## src/design/proj_readout_pkg.sv

```systemverilog
package proj_readout_pkg;

    //////////////////////////////////////////////////////////////////////
    // widths and depth
    //////////////////////////////////////////////////////////////////////

    localparam int PROJ_W         = 44;    // one projection word
    localparam int ADDR_W         = 5;     // projection memory address
    localparam int MEM_DEPTH      = 32;    // words per projection memory
    localparam int COUNT_W        = 6;     // wide enough to hold a full memory
    localparam int BX_W           = 3;     // bunch crossing number, wraps mod 8
    localparam int SLOTS_PER_PAIR = 4;     // memories per layer pair
    localparam int PAIR_W         = 2;     // layer pair field in the header
    localparam int SLOT_W         = 2;     // slot field in the header
    localparam int SPARE_W        = 2;     // unused header bits, sent as zero

    //////////////////////////////////////////////////////////////////////
    // types
    //////////////////////////////////////////////////////////////////////

    typedef logic [COUNT_W-1:0] count_t;   // items in one memory for one event

    typedef struct packed {
        logic [PROJ_W-1:0] data;           // raw projection
    } proj_word_t;

    typedef struct packed {
        logic              en;             // read strobe, data one cycle later
        logic [ADDR_W-1:0] addr;           // word address
    } mem_rd_t;

    typedef struct packed {
        logic valid;                       // prefetch buffer holds a word
        logic is_final;                    // buffered word is the memory's last
        logic drained;                     // nothing left for this event
    } reader_stat_t;

    typedef struct packed {
        logic              last;           // final word of the event
        logic [BX_W-1:0]   bx;             // event bx
        logic [PAIR_W-1:0] pair;           // 0 L1L2, 1 L3L4, 2 L5L6
        logic [SLOT_W-1:0] slot;           // memory within the pair
        logic [SPARE_W-1:0] spare;         // zero
        logic [PROJ_W-1:0] data;           // projection payload
    } proj_out_t;                          // 54 bits on the output link

endpackage
```

## src/design/proj_readout_top.sv

```systemverilog
module proj_readout_top #(
    parameter int N_MEM = 12                                      // projection memories
) (
    input  logic                          clk,
    input  logic                          rst,
    input  logic                          event_start,            // start pulse
    input  proj_readout_pkg::count_t      item_count [N_MEM],     // words per memory
    input  proj_readout_pkg::proj_word_t  mem_data   [N_MEM],     // memory read data
    input  logic                          out_ack,                // four-phase ack
    output proj_readout_pkg::mem_rd_t     mem_rd     [N_MEM],     // memory read requests
    output proj_readout_pkg::proj_out_t   out_word,               // merged tagged word
    output logic                          out_req,                // four-phase req
    output logic                          done                    // event complete
);
    import proj_readout_pkg::*;

    logic            load;                  // readout kick
    logic [BX_W-1:0] bx;                    // current event bx
    logic            all_drained_done;      // merger completion
    reader_stat_t    stat     [N_MEM];      // reader flags
    proj_word_t      buf_word [N_MEM];      // reader prefetch buffers
    logic            pop      [N_MEM];      // merger pops

    //////////////////////////////////////////////////////////////////////
    // event control
    //////////////////////////////////////////////////////////////////////

    bx_sequencer u_seq (
        .clk              (clk),
        .rst              (rst),
        .event_start      (event_start),
        .all_drained_done (all_drained_done),
        .load             (load),
        .bx               (bx),
        .done             (done)
    );

    //////////////////////////////////////////////////////////////////////
    // one reader per memory
    //////////////////////////////////////////////////////////////////////

    for (genvar k = 0; k < N_MEM; k++) begin : g_reader
        mem_reader u_reader (
            .clk        (clk),
            .rst        (rst),
            .load       (load),
            .item_count (item_count[k]),
            .mem_rd     (mem_rd[k]),
            .mem_data   (mem_data[k]),
            .pop        (pop[k]),
            .stat       (stat[k]),
            .buf_word   (buf_word[k])
        );
    end

    stream_merger #(
        .N_MEM (N_MEM)
    ) u_merger (
        .clk              (clk),
        .rst              (rst),
        .load             (load),
        .bx               (bx),
        .stat             (stat),
        .buf_word         (buf_word),
        .pop              (pop),
        .out_word         (out_word),
        .out_req          (out_req),
        .out_ack          (out_ack),
        .all_drained_done (all_drained_done)
    );

endmodule

```

## src/design/stream_merger.sv

```systemverilog
module stream_merger #(
    parameter int N_MEM = 12                                   // number of readers
) (
    input  logic                              clk,
    input  logic                              rst,
    input  logic                              load,             // restart at memory 0
    input  logic [proj_readout_pkg::BX_W-1:0] bx,               // bx from the sequencer
    input  proj_readout_pkg::reader_stat_t    stat     [N_MEM], // reader flags
    input  proj_readout_pkg::proj_word_t      buf_word [N_MEM], // reader buffers
    output logic                              pop      [N_MEM], // take buffered word
    output proj_readout_pkg::proj_out_t       out_word,         // tagged output word
    output logic                              out_req,          // four-phase request
    input  logic                              out_ack,          // four-phase acknowledge
    output logic                              all_drained_done  // event finished
);
    import proj_readout_pkg::*;

    localparam int IDX_W = (N_MEM > 1) ? $clog2(N_MEM) : 1;

    typedef enum logic [1:0] {
        S_IDLE,      // waiting for load
        S_SCAN,      // looking at reader idx
        S_REQ,       // out_req high, waiting for ack
        S_ACK_LOW    // out_req low, waiting for ack to drop
    } state_t;

    state_t           state;
    logic [IDX_W-1:0] idx;            // current memory index
    logic [BX_W-1:0]  bx_q;           // bx latched for the event
    logic             last_q;         // word in flight is the event's last
    logic             all_drained;    // every reader is empty
    logic             rest_drained;   // every reader above idx is empty
    logic             take;           // move reader idx's word to the output
    proj_out_t        word_next;      // header plus payload for reader idx

    //////////////////////////////////////////////////////////////////////
    // reader summary
    //////////////////////////////////////////////////////////////////////

    always_comb begin
        all_drained  = 1'b1;
        rest_drained = 1'b1;
        for (int k = 0; k < N_MEM; k++) begin
            if (!stat[k].drained) begin
                all_drained = 1'b0;
                if (k > idx) begin
                    rest_drained = 1'b0;       // more words still to come
                end
            end
        end
    end

    // a new request only starts with ack low, as the handshake demands
    assign take = (state == S_SCAN) && !all_drained && stat[idx].valid && !out_ack;

    always_comb begin
        for (int k = 0; k < N_MEM; k++) begin
            pop[k] = take && (idx == k);       // one-cycle pop to the chosen reader
        end
    end

    //////////////////////////////////////////////////////////////////////
    // header build
    //////////////////////////////////////////////////////////////////////

    always_comb begin
        word_next.last  = stat[idx].is_final && rest_drained;
        word_next.bx    = bx_q;
        word_next.pair  = PAIR_W'(idx / SLOTS_PER_PAIR);   // layer pair
        word_next.slot  = SLOT_W'(idx % SLOTS_PER_PAIR);   // slot within pair
        word_next.spare = '0;
        word_next.data  = buf_word[idx].data;
    end

    // empty event ends in the first scan cycle, otherwise after the last ack
    assign all_drained_done = ((state == S_SCAN) && all_drained) ||
                              ((state == S_ACK_LOW) && !out_ack && last_q);

    //////////////////////////////////////////////////////////////////////
    // control FSM
    //////////////////////////////////////////////////////////////////////

    always_ff @(posedge clk) begin
        if (rst) begin
            state   <= S_IDLE;
            idx     <= '0;
            out_req <= 1'b0;
            last_q  <= 1'b0;
        end else if (load) begin
            state <= S_SCAN;
            idx   <= '0;                              // drain in memory-index order
        end else begin
            case (state)
                S_SCAN: begin
                    if (all_drained) begin
                        state <= S_IDLE;
                    end else if (take) begin
                        out_req <= 1'b1;
                        last_q  <= word_next.last;
                        state   <= S_REQ;
                    end else if (stat[idx].drained) begin
                        idx <= idx + 1'b1;            // skip an empty reader
                    end
                end
                S_REQ: begin
                    if (out_ack) begin
                        out_req <= 1'b0;
                        state   <= S_ACK_LOW;
                    end
                end
                S_ACK_LOW: begin
                    if (!out_ack) begin
                        state <= last_q ? S_IDLE : S_SCAN;
                    end
                end
                default: begin
                    state <= S_IDLE;
                end
            endcase
        end
    end

    // payload registers, held through the handshake
    always_ff @(posedge clk) begin
        if (load) begin
            bx_q <= bx;                               // sequencer updated bx with load
        end
        if (take) begin
            out_word <= word_next;
        end
    end

endmodule

```

## src/design/mem_reader.sv

```systemverilog
module mem_reader (
    input  logic                           clk,
    input  logic                           rst,
    input  logic                           load,         // new event, latch count
    input  proj_readout_pkg::count_t       item_count,   // words to read this event
    output proj_readout_pkg::mem_rd_t      mem_rd,       // read request to the memory
    input  proj_readout_pkg::proj_word_t   mem_data,     // returned one cycle after en
    input  logic                           pop,          // merger takes the buffered word
    output proj_readout_pkg::reader_stat_t stat,         // buffer and progress flags
    output proj_readout_pkg::proj_word_t   buf_word      // prefetched word
);
    import proj_readout_pkg::*;

    count_t            remaining;   // reads still to issue
    logic [ADDR_W-1:0] addr;        // next read address
    logic              pending;     // read issued last cycle, data on mem_data now
    logic              buf_valid;   // prefetch buffer occupied
    logic              rd_en;       // issue a read this cycle
    proj_word_t        buf_q;       // prefetch buffer

    //////////////////////////////////////////////////////////////////////
    // read issue
    //////////////////////////////////////////////////////////////////////

    // one word may be in flight or buffered, never both, so a read only
    // goes out when nothing is pending and the buffer is empty or leaving
    assign rd_en = !load &&
                   (remaining != '0) &&
                   !pending &&
                   (!buf_valid || pop);

    assign mem_rd.en   = rd_en;
    assign mem_rd.addr = addr;

    always_ff @(posedge clk) begin
        if (rst) begin
            remaining <= '0;
            addr      <= '0;
            pending   <= 1'b0;
            buf_valid <= 1'b0;
        end else if (load) begin
            remaining <= item_count;           // counts above depth are not clipped
            addr      <= '0;                   // walk from the bottom of the memory
            pending   <= 1'b0;
            buf_valid <= 1'b0;
        end else begin
            pending <= rd_en;
            if (rd_en) begin
                remaining <= remaining - 1'b1;
                addr      <= addr + 1'b1;
            end
            if (pending) begin
                buf_valid <= 1'b1;             // returned word lands in the buffer
            end else if (pop) begin
                buf_valid <= 1'b0;             // freed the cycle after the pop
            end
        end
    end

    //////////////////////////////////////////////////////////////////////
    // prefetch buffer
    //////////////////////////////////////////////////////////////////////

    always_ff @(posedge clk) begin
        if (pending) begin
            buf_q <= mem_data;                 // capture memory output
        end
    end

    assign buf_word = buf_q;

    //////////////////////////////////////////////////////////////////////
    // status to the merger
    //////////////////////////////////////////////////////////////////////

    assign stat.valid    = buf_valid;
    assign stat.is_final = buf_valid && (remaining == '0);   // no more reads behind it
    assign stat.drained  = !buf_valid && !pending && (remaining == '0);

endmodule

```

## src/design/bx_sequencer.sv

```systemverilog
module bx_sequencer (
    input  logic                              clk,
    input  logic                              rst,
    input  logic                              event_start,       // one-cycle start request
    input  logic                              all_drained_done,  // merger finished the event
    output logic                              load,              // readout kick, one cycle
    output logic [proj_readout_pkg::BX_W-1:0] bx,                // bx of the running event
    output logic                              done               // event complete pulse
);
    import proj_readout_pkg::*;

    logic            busy;      // readout in progress
    logic            started;   // at least one event accepted since reset
    logic            accept;    // start taken this cycle
    logic [BX_W-1:0] bx_next;   // bx for the event being accepted

    assign accept  = event_start && !busy;          // starts while busy are dropped
    assign bx_next = started ? bx + 1'b1 : bx;      // first event keeps bx 0

    //////////////////////////////////////////////////////////////////////
    // event acceptance and busy tracking
    //////////////////////////////////////////////////////////////////////

    always_ff @(posedge clk) begin
        if (rst) begin
            busy    <= 1'b0;
            started <= 1'b0;
            load    <= 1'b0;
            bx      <= '0;
            done    <= 1'b0;
        end else begin
            load <= accept;                         // load one cycle after the start
            done <= busy && all_drained_done;       // forward completion

            if (accept) begin
                busy    <= 1'b1;
                started <= 1'b1;
                bx      <= bx_next;                 // wraps mod 8
            end else if (all_drained_done) begin
                busy <= 1'b0;                       // idle again while done is high
            end
        end
    end

endmodule

```

## config.mk

```make
export PLATFORM = sky130hd
export DESIGN_NAME = proj_readout_top
export DESIGN_NICKNAME = d
export VERILOG_FILES = /design/src/design/proj_readout_pkg.sv /design/src/design/proj_readout_top.sv /design/src/design/stream_merger.sv /design/src/design/mem_reader.sv /design/src/design/bx_sequencer.sv
export SDC_FILE = /design/constraint.sdc
export NUM_CORES = 1
export LEC_CHECK = 0
export BUFFER_PORTS_ARGS = -buffer_cell sky130_fd_sc_hd__buf_2
export CAP_MARGIN = 20
export CORE_UTILIZATION = 35
export DETAILED_ROUTE_END_ITERATION = 10
export PLACE_DENSITY = 0.64
export RECOVER_POWER = 100
export SLEW_MARGIN = 20
export SYNTH_ARGS = -nofsm -noshare
export SYNTH_HDL_FRONTEND = slang
export SYNTH_SLANG_ARGS = --single-unit
```

## constraint.sdc

```tcl
create_clock -name clk -period 4.65 [get_ports clk]
set_input_delay 0.93 -clock clk [delete_from_list [all_inputs] [get_ports clk]]
set_output_delay 0.93 -clock clk [all_outputs]
set_load 0.03 [all_outputs]
```

==> flow_summary.json <==
{
  "drt_iter0_markers": 1593,
  "grt_max_degree": 90,
  "post_cts_buffers": 0,
  "numCtsBuffers": 85,
  "grt_pass1_vias": 21429,
  "critical-path-max-stage-delay_ns": 1.67,
  "fin_ws_ns": 0.2795,
  "path_common_cell": "clkbuf_1",
  "drtAntennaViolNets": 0,
  "switching_share_pct": 32.59,
  "power_frac_seq_pct": 45.1,
  "rsz0062_at_grt": "false",
  "power.internal_uw": 15410,
  "dieArea_um2": 88600,
  "min_period_ns": 4.371,
  "cts_tree": "done",
  "netlist_top_cells_area": "edfxtp_1 (57%), dfxtp_1 (11%), mux4_2 (6.4%)",
  "dp_hpwl_um": 75920,
  "power_uw": 22860,
  "yosysMostFrequentCell": "edfxtp_1",
  "cp.arrival_ns": 4.88,
  "yosys.area.top_type_share_pct": 57.22,
  "drive_gt1_share_pct": 29.11,
  "outcome": "finished, violations left",
  "worst_slew_pin_slew_ns": 3.758,
  "post-route-drc-count": 0,
  "synth_cell_types": 91,
  "cp-start-kind": "primary input",
  "firstDrtPassIters": 7,
  "h-tree-depth": 3,
  "area_growth_syn_to_layout_pct": 24.12,
  "final_cell_count_no_fill": 4105,
  "crit_type": "primary input to register",
  "hp-class": "register to register",
  "vdd_drop_max_mv": 0.4083,
  "synthArstFlopShare_pct": 0,
  "clkPwrFrac_pct": 29.3,
  "start_util_pct": 35.32,
  "finalCritPeriodShare_pct": 93.99,
  "grt_antenna_before_repair": 25,
  "rows": 108,
  "skew_ns": 0.02078,
  "placed_area_um2": 35490,
  "routed_wl_um": 105900,
  "die_h_um": 297.7,
  "path_cells": "clkbuf_1 > clkbuf_1 > clkbuf_1 > o21bai_1 > a21oi_1",
  "port_buffers": 729,
  "yosys_most_used_dff": "edfxtp_1",
  "violations": "max-capacitance violations, max-slew violations",
  "postCtsHoldBufs": 0,
  "cts_root_buffer": "clkbuf_16",
  "p_leak_uw": 0.01349,
  "slew_violations": 448,
  "syn_area_per_cell_um2": 14.37,
  "vias": 21164,
  "cp.required_ns": 5.16,
  "finalHoldViolations": 0,
  "grt_first_pass_wirelength_um": 149400,
  "gp_congestion": 0.8913,
  "drv_cap": 10,
  "clock-sinks": 754,
  "dp_cells": 3937,
  "end_kind": "register",
  "synth_seq_area_share_pct": 68.41,
  "fmax_ghz": 0.2288,
  "final_area_um2": 37970,
  "maxSlewHeadroom_pct": -150.5,
  "via_per_inst": 5.156,
  "grt_use_total_pct": 23.50,
  "yosys-top-cells-count": "edfxtp_1 (583), nor2_1 (174), dfxtp_1 (171)",
  "grt-ovfl-total": 0,
  "route.detailed.wl_per_inst_um": 25.81,
  "netSwitchingPower_uw": 7451,
  "setup_violations": 0,
  "yosys_warnings": 0,
  "fin_setup_tns_ns": 0,
  "p_comb_share_pct": 25.6,
  "insertion_delay_ns": 0.67,
  "chipWidth_um": 297.7,
  "ioPinCount": 732,
  "crit_path_top_delay_cell": "clkbuf_1",
  "clock_path_buffers": 3,
  "ys_ff_latch": 754,
  "core_um2": 86620,
  "fin_nets": 3505,
  "synthCells": 2129,
  "p_per_area_nw_per_um2": 602.1,
  "dp_slack_ns": 0.7098,
  "synth_edf_count": 583,
  "yosysTopAreaCell": "edfxtp_1",
  "syn_area_um2": 30590,
  "path_clk_slew_ns": 0.05,
  "critPathMaxFanout": 45
}
[flip-flops by register name (all words and copies together), names as in the netlist, 3 cells and up, named ones only]
signal / flops
g_reader.u_reader.addr: 60
g_reader.u_reader.buf_word: 528
g_reader.u_reader.buf_valid: 12
u_merger.idx: 4
u_seq.bx: 3
g_reader.u_reader.pending: 12
g_reader.u_reader.remaining: 72
u_merger.bx_q: 3
u_merger.out_word: 52
[worst max-delay path, delay by kind of cell]
family	cells	cell delay [ns]
compound gates	2	0.33
buf+inv	3	3.56
[layout by cell type, fill, tap and decap left out, drive strengths merged, types with 5 or more instances in the layout]
cell | Yosys | final
nor4 | 14 | 14
xnor2 | 67 | 67
buf | 42 | 603
o31a | 5 | 5
nand2 | 163 | 163
clkbuf | 83 | 287
or3 | 16 | 16
mux4 | 88 | 88
a21oi | 147 | 147
nor3 | 49 | 49
a31oi | 5 | 5
bufinv | 0 | 7
dfxtp | 171 | 171
nor2 | 174 | 174
o2111ai | 6 | 6
diode | 0 | 13
o21bai | 5 | 5
nor2b | 10 | 10
o22ai | 45 | 45
o21ai | 82 | 82
inv | 51 | 53
a2111oi | 6 | 6
and2 | 6 | 6
or4 | 6 | 6
a211oi | 28 | 28
mux2 | 8 | 8
nor3b | 9 | 9
edfxtp | 583 | 583
mux2i | 69 | 69
nand3 | 27 | 27
clkinv | 0 | 33
nand4 | 20 | 20
ha | 32 | 32
xor2 | 33 | 33
o221ai | 7 | 7
o211ai | 6 | 6
[cells by family after synthesis]
family          count (synthesis)  synth area share (%)
other cells                     1               0.01226
xor+xnor                      100                 2.863
fa+ha+maj                      32                 1.309
flops                         754                 68.41
simple gates                  522                 7.905
buf+inv                       178                 2.732
compound gates                377                 7.717
mux                           165                 9.050
[power groups by stage]
stage / clock network, uW / logic (uW) / registers (uW)
2_1_floorplan: 0 / 3430 / 10700
3_5_place_dp: 0 / 6000 / 10400
3_3_place_gp: 0 / 5940 / 10300
6_report: 6690 / 5860 / 10300
4_1_cts: 6840 / 6050 / 10300
5_1_grt: 7080 / 6420 / 10500
[per-layer routing]
metal | vias to the layer above | routed length, um | GRT usage (%)
met5 | - | 200 | 0
met4 | 32 | 3823 | 7.867
met3 | 204 | 9114 | 6.592
met2 | 956 | 54240 | 41.88
met1 | 10391 | 38560 | 26.96
li1 | 9581 | - | -
[layout make-up]
cell class                 instances  area, um^2
multi-input combinational       1198        8837
clock inverter                    44       452.9
tap                             1155        1445
fill                            8054       48640
sequential                       754       20940
clock buffer                     111        2297
inverter                          51       195.2
timing repair buffer             779        3772
antenna                           13       32.53
[timing repair]
item                       CTS  global route
gates resized for setup      1             1
cloned                       0             0
setup endpoints to repair    1             1
[stage by stage]
stage                     hold WS [ns]  utilization (%)
after floorplan                 0.4003                -
after global placement          0.4040            40.98
after detailed placement        0.4057            40.98
after CTS                       0.3782            44.17
after global routing            0.3997            43.81
final                           0.4176            43.84
[final timing paths]
| kind | depth (start not counted) | startpoint | slack (ns) | endpoint |
|---|---|---|---|---|
| worst min register to register | 0 | u_merger.bx_q[2] | 0.42 | u_merger.out_word[52] |
| worst max register to register | 7 | u_merger.idx[1] | 0.40 | u_merger.out_word[35] |
| worst max-delay path | 5 | rst | 0.28 | g_reader[2].u_reader.remaining[3] |
| worst min-delay path | 0 | u_merger.bx_q[2] | 0.42 | u_merger.out_word[52] |
Power figures use the tool's default switching activity.
